## src/common/core_pkg.sv

```systemverilog
package core_pkg;

    ////////////////////
    // widths

    typedef logic [31:0] word_t;
    typedef logic [3:0]  reg_addr_t;
    typedef logic [7:0]  imm8_t;

    // data-processing command field, instruction bits 24:21
    typedef enum logic [3:0] {
        cmd_and = 4'b0000,
        cmd_eor = 4'b0001,
        cmd_sub = 4'b0010,
        cmd_add = 4'b0100,
        cmd_orr = 4'b1100,
        cmd_mov = 4'b1101
    } alu_cmd_t;

    ////////////////////
    // constants

    localparam word_t     pc_step        = 32'd4;
    localparam word_t     pc_read_offset = 32'd8;
    localparam reg_addr_t reg_pc         = 4'd15;

    // op field of the data-processing format
    localparam logic [1:0] op_data_proc = 2'b00;

    // op field 2'b11, so it decodes as a no-op
    localparam word_t nop_instr = 32'h0c00_0000;

    ////////////////////
    // stage payloads

    // decode to execute
    typedef struct packed {
        logic      valid;
        alu_cmd_t  cmd;
        logic      use_imm;
        reg_addr_t rn_addr;
        reg_addr_t rm_addr;
        word_t     rn_val;
        word_t     rm_val;
        word_t     imm;
        reg_addr_t rd;
    } ex_bundle_t;

    // memory stage and writeback results
    typedef struct packed {
        logic      valid;
        reg_addr_t rd;
        word_t     data;
    } retire_t;

endpackage

```

## src/fetch/fetch_unit.sv

```systemverilog
module fetch_unit #(
    parameter core_pkg::word_t reset_pc = '0
) (
    input  logic            clk,
    input  logic            reset,
    input  core_pkg::word_t instr,
    output core_pkg::word_t pc,
    output core_pkg::word_t instr_f,
    output core_pkg::word_t pc_f
);
    import core_pkg::*;

    // program counter, no branches so it only steps
    always_ff @(posedge clk or posedge reset) begin
        if (reset) begin
            pc <= reset_pc;
        end else begin
            pc <= pc + pc_step;
        end
    end

    // fetch/decode register, word and its address
    always_ff @(posedge clk or posedge reset) begin
        if (reset) begin
            instr_f <= nop_instr;
            pc_f    <= '0;
        end else begin
            instr_f <= instr;
            pc_f    <= pc;
        end
    end

endmodule

```

## src/decode/reg_file.sv

```systemverilog
module reg_file (
    input  logic               clk,
    input  logic               reset,
    input  core_pkg::retire_t  wr,
    input  core_pkg::reg_addr_t ra1,
    input  core_pkg::reg_addr_t ra2,
    input  core_pkg::word_t    pc_read,
    output core_pkg::word_t    rd1,
    output core_pkg::word_t    rd2
);
    import core_pkg::*;

    // r0..r14, r15 is the pc
    word_t regs [0:14];

    always_ff @(posedge clk or posedge reset) begin
        if (reset) begin
            for (int i = 0; i < 15; i++) begin
                regs[i] <= '0;
            end
        end else if (wr.valid && wr.rd != reg_pc) begin
            regs[wr.rd] <= wr.data;
        end
    end

    // write-first, so a same-cycle write is visible
    function automatic word_t read_port(input reg_addr_t addr);
        if (addr == reg_pc) begin
            return pc_read;
        end else if (wr.valid && wr.rd == addr) begin
            return wr.data;
        end else begin
            return regs[addr];
        end
    endfunction

    always_comb begin
        rd1 = read_port(ra1);
        rd2 = read_port(ra2);
    end

endmodule

```

## src/decode/decode_stage.sv

```systemverilog
module decode_stage (
    input  logic                 clk,
    input  logic                 reset,
    input  core_pkg::word_t      instr_f,
    input  core_pkg::word_t      pc_f,
    input  core_pkg::retire_t    wb,
    output core_pkg::ex_bundle_t ex
);
    import core_pkg::*;

    ////////////////////
    // field split

    logic [1:0] op;
    logic       use_imm;
    alu_cmd_t   cmd;
    reg_addr_t  rn;
    reg_addr_t  rd;
    reg_addr_t  rm;
    imm8_t      imm8;

    logic       cmd_ok;
    logic       dec_valid;
    word_t      pc_read;
    word_t      rn_val;
    word_t      rm_val;

    ex_bundle_t ex_next;
    ex_bundle_t ex_q;
    logic       valid_q;

    // cond field 31:28 and S bit 20 are ignored
    assign op      = instr_f[27:26];
    assign use_imm = instr_f[25];
    assign cmd     = alu_cmd_t'(instr_f[24:21]);
    assign rn      = instr_f[19:16];
    assign rd      = instr_f[15:12];
    assign imm8    = instr_f[7:0];
    assign rm      = instr_f[3:0];

    always_comb begin
        case (cmd)
            cmd_and, cmd_eor, cmd_sub, cmd_add, cmd_orr, cmd_mov: cmd_ok = 1'b1;
            default: cmd_ok = 1'b0;
        endcase
    end

    // writes to r15 would be branches, so they retire nothing
    assign dec_valid = (op == op_data_proc) && cmd_ok && (rd != reg_pc);

    // r15 reads as the instruction address plus eight
    assign pc_read = pc_f + pc_read_offset;

    ////////////////////
    // operand read

    reg_file u_reg_file (
        .clk     (clk),
        .reset   (reset),
        .wr      (wb),
        .ra1     (rn),
        .ra2     (rm),
        .pc_read (pc_read),
        .rd1     (rn_val),
        .rd2     (rm_val)
    );

    always_comb begin
        ex_next.valid   = dec_valid;
        ex_next.cmd     = cmd;
        ex_next.use_imm = use_imm;
        ex_next.rn_addr = rn;
        ex_next.rm_addr = rm;
        ex_next.rn_val  = rn_val;
        ex_next.rm_val  = rm_val;
        // zero-extended 8-bit immediate
        ex_next.imm     = {24'd0, imm8};
        ex_next.rd      = rd;
    end

    ////////////////////
    // decode/execute register

    always_ff @(posedge clk or posedge reset) begin
        if (reset) begin
            valid_q <= 1'b0;
        end else begin
            valid_q <= ex_next.valid;
        end
    end

    // payload, qualified by valid_q
    always_ff @(posedge clk) begin
        ex_q <= ex_next;
    end

    always_comb begin
        ex       = ex_q;
        ex.valid = valid_q;
    end

endmodule

```

## src/execute/alu.sv

```systemverilog
module alu (
    input  core_pkg::alu_cmd_t cmd,
    input  core_pkg::word_t    a,
    input  core_pkg::word_t    b,
    output core_pkg::word_t    y
);
    import core_pkg::*;

    // no flags, all results wrap at 32 bits
    always_comb begin
        case (cmd)
            cmd_and: begin
                y = a & b;
            end
            cmd_eor: begin
                y = a ^ b;
            end
            cmd_sub: begin
                y = a - b;
            end
            cmd_add: begin
                y = a + b;
            end
            cmd_orr: begin
                y = a | b;
            end
            // mov passes the second operand
            cmd_mov: begin
                y = b;
            end
            default: begin
                y = '0;
            end
        endcase
    end

endmodule

```

## src/execute/execute_stage.sv

```systemverilog
module execute_stage (
    input  logic                 clk,
    input  logic                 reset,
    input  core_pkg::ex_bundle_t ex,
    output core_pkg::retire_t    wb_out
);
    import core_pkg::*;

    retire_t mem_fwd;
    retire_t mem_next;
    retire_t mem_q;
    retire_t wb_q;
    logic    mem_valid;
    logic    wb_valid;

    word_t   src_a;
    word_t   rm_fwd;
    word_t   src_b;
    word_t   alu_y;

    ////////////////////
    // forwarding

    // newest producer wins, memory stage before writeback
    function automatic word_t fwd_sel(
        input reg_addr_t addr,
        input word_t     dec_val,
        input retire_t   m,
        input retire_t   w
    );
        if (addr == reg_pc) begin
            return dec_val;
        end else if (m.valid && m.rd == addr) begin
            return m.data;
        end else if (w.valid && w.rd == addr) begin
            return w.data;
        end else begin
            return dec_val;
        end
    endfunction

    always_comb begin
        src_a  = fwd_sel(ex.rn_addr, ex.rn_val, mem_fwd, wb_out);
        rm_fwd = fwd_sel(ex.rm_addr, ex.rm_val, mem_fwd, wb_out);
        src_b  = ex.use_imm ? ex.imm : rm_fwd;
    end

    alu u_alu (
        .cmd (ex.cmd),
        .a   (src_a),
        .b   (src_b),
        .y   (alu_y)
    );

    always_comb begin
        mem_next.valid = ex.valid;
        mem_next.rd    = ex.rd;
        mem_next.data  = alu_y;
    end

    ////////////////////
    // memory stage

    always_ff @(posedge clk or posedge reset) begin
        if (reset) begin
            mem_valid <= 1'b0;
        end else begin
            mem_valid <= mem_next.valid;
        end
    end

    always_ff @(posedge clk) begin
        mem_q <= mem_next;
    end

    always_comb begin
        mem_fwd       = mem_q;
        mem_fwd.valid = mem_valid;
    end

    ////////////////////
    // writeback stage

    always_ff @(posedge clk or posedge reset) begin
        if (reset) begin
            wb_valid <= 1'b0;
        end else begin
            wb_valid <= mem_fwd.valid;
        end
    end

    always_ff @(posedge clk) begin
        wb_q <= mem_fwd;
    end

    // retire port and register file write
    always_comb begin
        wb_out       = wb_q;
        wb_out.valid = wb_valid;
    end

endmodule

```

## src/source/core_top.sv

```systemverilog
module core_top #(
    parameter core_pkg::word_t reset_pc = '0
) (
    input  logic              clk,
    input  logic              reset,
    input  core_pkg::word_t   instr,
    output core_pkg::word_t   pc,
    output core_pkg::retire_t retire
);
    import core_pkg::*;

    word_t      instr_f;
    word_t      pc_f;
    ex_bundle_t ex_bundle;

    ////////////////////
    // fetch

    fetch_unit #(
        .reset_pc (reset_pc)
    ) u_fetch (
        .clk     (clk),
        .reset   (reset),
        .instr   (instr),
        .pc      (pc),
        .instr_f (instr_f),
        .pc_f    (pc_f)
    );

    ////////////////////
    // decode

    // writeback result loops back into the register file
    decode_stage u_decode (
        .clk     (clk),
        .reset   (reset),
        .instr_f (instr_f),
        .pc_f    (pc_f),
        .wb      (retire),
        .ex      (ex_bundle)
    );

    ////////////////////
    // execute, memory, writeback

    execute_stage u_execute (
        .clk    (clk),
        .reset  (reset),
        .ex     (ex_bundle),
        .wb_out (retire)
    );

endmodule

```

## config.mk

```make
export PLATFORM = sky130hd
export DESIGN_NAME = core_top
export DESIGN_NICKNAME = d
export VERILOG_FILES = /design/src/common/core_pkg.sv /design/src/fetch/fetch_unit.sv /design/src/decode/reg_file.sv /design/src/decode/decode_stage.sv /design/src/execute/alu.sv /design/src/execute/execute_stage.sv /design/src/source/core_top.sv
export SDC_FILE = /design/constraint.sdc
export NUM_CORES = 2
export LEC_CHECK = 0
export BUFFER_PORTS_ARGS = -buffer_cell sky130_fd_sc_hd__buf_2
export CORE_MARGIN = 2
export CORE_UTILIZATION = 55
export CTS_CLUSTER_SIZE = 28
export DETAILED_ROUTE_END_ITERATION = 10
export PLACE_DENSITY = 0.74
export RECOVER_POWER = 100
export SLEW_MARGIN = 10
export SYNTH_ARGS = -nofsm -noshare
export SYNTH_HDL_FRONTEND = slang
export SYNTH_SLANG_ARGS = --single-unit
```

## constraint.sdc

```tcl
create_clock -name clk -period 17.9 [get_ports clk]
set_input_delay 0.895 -clock clk [delete_from_list [all_inputs] [get_ports clk]]
set_output_delay 0.895 -clock clk [all_outputs]
set_load 0.02 [all_outputs]
```

==> run_results.csv <==
group,metric,value,unit
run_status,status,"finished with violations",
run_status,violations,"max-capacitance violations, max-slew violations",
worst_hold_path,hp-class,"flip-flop to flip-flop",
sta,fmax,96.3,MHz
sta,worst_slew_pin_slew,5.42,ns
detailed_routing,wl,109,mm
placement,globalplace.congestion,0.993,
critical_path,worstPathCellList,"clkbuf_1 -> clkinvlp_2 -> clkbuf_1 -> clkbuf_1",
critical_path,critPathKind,"input pin to asynchronous set/reset pin",
critical_path,startpoint,"reset",
clock_tree,cts_setup_buffers,0,
cells_and_area,final_common_cell,"dfrtp_1",
power,p_seq_share,47.6,%
sta,tns,0,ns
yosys,synth.largest_area_cell,"dfrtp_1",
sta,finalHoldViolCount,0,
power,leakagePower,18.7,nW
cells_and_area,final_nets,3206,
critical_path,path_delay_family,"buffers and inverters",
power,total_power,3.87,mW
floorplan,die-height,270,um
critical_path,critical_path_arrival,10.02,ns
yosys,ys.flop_type,"dfrtp_1",
critical_path,crit_slowest_cell,"clkbuf_1",
critical_path,cp_common_cell,"clkbuf_1",
global_routing,grt_max_degree,122,
critical_path,worst_r2r_endpoint,"u_decode.ex[52]",
power,p_int,2.83,mW
cells_and_area,stdcell_area,42200,um^2
clock_tree,clk_pin_slew,0.06,ns
placement,placed_area,40000,um^2
yosys,yosysSeqAreaShare,44.5,%
floorplan,dieArea,72900,um^2
floorplan,coreArea,70000,um^2
global_routing,grt_overflow_total,0,
clock_tree,ctsResizeCount,0,
yosys,ys_ff_latch,723,
detailed_routing,drcViolationCount,0,
detailed_routing,dr.pass1.iters,7,
detailed_routing,dr.first_iter.drc_count,2674,
sta,skew,0.0254,ns
critical_path,slowest_delay,3.08,ns
clock_tree,cts_tree,"done",
yosys,synth_cells,3129,
sta,rsz0062_at_grt,"false",
critical_path,path_buf_inv,4,
clock_tree,cts_buffers,74,
sta,setup_viol,0,
global_routing,grt_pass1_vias,27883,
yosys,synth_edf_count,0,
critical_path,cp_max_fo,121,
sta,relSlewSlack,-261,%
sta,maxSlewViolCount,1387,
global_routing,grt_usage,30.0,%
critical_path,cp-endpoint,"u_fetch.instr_f[2]",
critical_path,r2r_slack,8.53,ns
floorplan,die_x,270,um
clock_tree,cts_buffer_depth,3,
detailed_routing,drtAntennaViolNets,0,
power,irDropWorstVdd,0.0662,mV
cells_and_area,diodes,0,
global_routing,grt_pass1_wl,168,mm
yosys,ys_top_cells_by_area,"dfrtp_1, mux4_2, mux2_2",
yosys,synth_area,38900,um^2
clock_tree,clkSinkCount,723,
placement,portBuffers,91,
run,cap_viol_max_count,33,
sta,finalCritPeriodShare,58.0,%
detailed_routing,drt-vias-per-instance,6.59,
critical_path,critical_path_depth,4,
detailed_routing,wl_per_cell,26.7,um
power,power.share.clock,40.0,%
critical_path,reg2reg_depth,7,
yosys,synth.distinct_cells,75,
critical_path,rr_startpoint,"u_fetch.instr_f[0]",
clock_tree,root_buffer,"clkbuf_16",
clock_tree,clk_latency,0.63,ns
yosys,synth_warnings,0,
power,p_per_area,91.7,nW/um^2
cells_and_area,drive_gt1_share,30.7,%
critical_path,start_kind,"input pin",
yosys,async_flop_share,78.3,%
cells_and_area,syn_to_final_growth,8.48,%
floorplan,start_util,55.5,%
clock_tree,hold_buffers,0,
yosys,synth.top_cell.area_share,36.3,%
placement,dp_hpwl,68.4,mm
cells_and_area,layout_common_cells,"dfrtp_1, mux2_2, mux4_2",
power,switching_power,1.04,mW
power,switching_share,27.0,%
critical_path,cp-end-kind,"asynchronous set/reset pin",
global_routing,antenna_found_initial,1,
power,p_comb_share,12.4,%
critical_path,critPathRequiredTime,17.53,ns
clock_tree,htree_levels,3,
detailed_routing,vias,26841,
sta,period_minus_slack,10.39,ns
floorplan,fp-row-count,97,
yosys,synth_area_per_cell,12.4,um^2
floorplan,ios,103,
[power by group through the flow]
stage | clock (mW) | combinational [mW] | sequential (mW)
finish | 1.55 | 0.482 | 1.84
global route | 1.63 | 0.523 | 1.85
CTS | 1.56 | 0.479 | 1.83
detailed placement | 0 | 0.475 | 1.86
global placement | 0 | 0.462 | 1.85
floorplan | 0 | 0.397 | 1.79
[worst min path at each step]
stage	start	end	slack, ns	depth (start not counted)
after floorplan	u_decode.ex[0]	u_execute.mem_fwd[32]	0.31	0
after global placement	u_decode.ex[0]	u_execute.mem_fwd[32]	0.32	0
after detailed placement	u_decode.ex[0]	u_execute.mem_fwd[32]	0.32	0
after CTS	u_decode.ex[0]	u_execute.mem_fwd[32]	0.33	0
after global routing	u_decode.ex[0]	u_execute.mem_fwd[32]	0.34	0
final	u_decode.ex[0]	u_execute.mem_fwd[32]	0.33	0
[cell usage after synthesis (6+ instances only)]
cell      count
nand2_1     208
a21o_1       17
dfxtp_1     157
nor4_1        7
mux2i_1     110
a21oi_1      56
nor2b_1      12
xnor2_1      83
nand4_1      16
or2_2         6
mux4_2      256
o22ai_1      34
dfrtp_1     564
nor3_1       17
buf_1        58
o21a_1       35
o21ai_0     161
a31oi_1      20
o221ai_1     32
mux2_2      506
nand3_1      33
and4_1       11
a221oi_1     31
ha_1         97
inv_1        86
xor2_1       49
a22oi_1       6
or3_1         7
nor2_1      112
and3_1       29
clkbuf_1    209
nand2b_1      9
[logic make-up after synthesis]
logic type               share of synthesized area (%)
multiplexers                                      32.4
XOR/XNOR                                          2.97
buffers and inverters                             3.61
AND/OR/NAND/NOR                                   5.84
AO/OA/AOI/OAI                                     7.50
other                                          0.00964
adder cells (fa/ha/maj)                           3.17
flip-flops                                        44.5
[layout make-up]
type,instances,area [um^2]
clock buffer,120,2270
timing repair buffer,146,669
fill,5369,27800
sequential,723,17300
tap,940,1180
clock inverter,16,161
multi-input combinational,2043,20300
inverter,86,324
[through the flow]
stage	cells	hold WS [ns]	setup slack, ns	util [%]
after floorplan	3130	0.310	1.18	-
after global placement	3938	0.317	10.59	57.2
after detailed placement	3938	0.319	10.50	57.2
after CTS	4074	0.333	10.47	60.6
after global routing	4074	0.342	5.43	60.3
final	4074	0.331	7.51	60.3
[layer usage]
| metal | GRT usage, % | share of wire, % | up-vias |
|---|---|---|---|
| li1 | - | - | 11465 |
| met1 | 38.9 | 39 | 13833 |
| met2 | 47.3 | 47 | 1237 |
| met3 | 7.59 | 9.4 | 304 |
| met4 | 14.8 | 4.9 | 2 |
| met5 | 0 | 0.0074 | - |
[registers in the layout, summed over array words and instances, names as in the netlist]
| name | flops |
|---|---|
| u_execute.mem_valid | 1 |
| u_decode.u_reg_file.regs | 480 |
| u_fetch.pc_f | 30 |
| u_execute.wb_out | 36 |
| u_execute.wb_valid | 1 |
| u_decode.ex | 85 |
| u_fetch.instr_f | 23 |
| u_fetch.pc | 30 |
| u_decode.valid_q | 1 |
| u_execute.mem_fwd | 36 |
No activity file was read; power rests on OpenSTA's default activity.
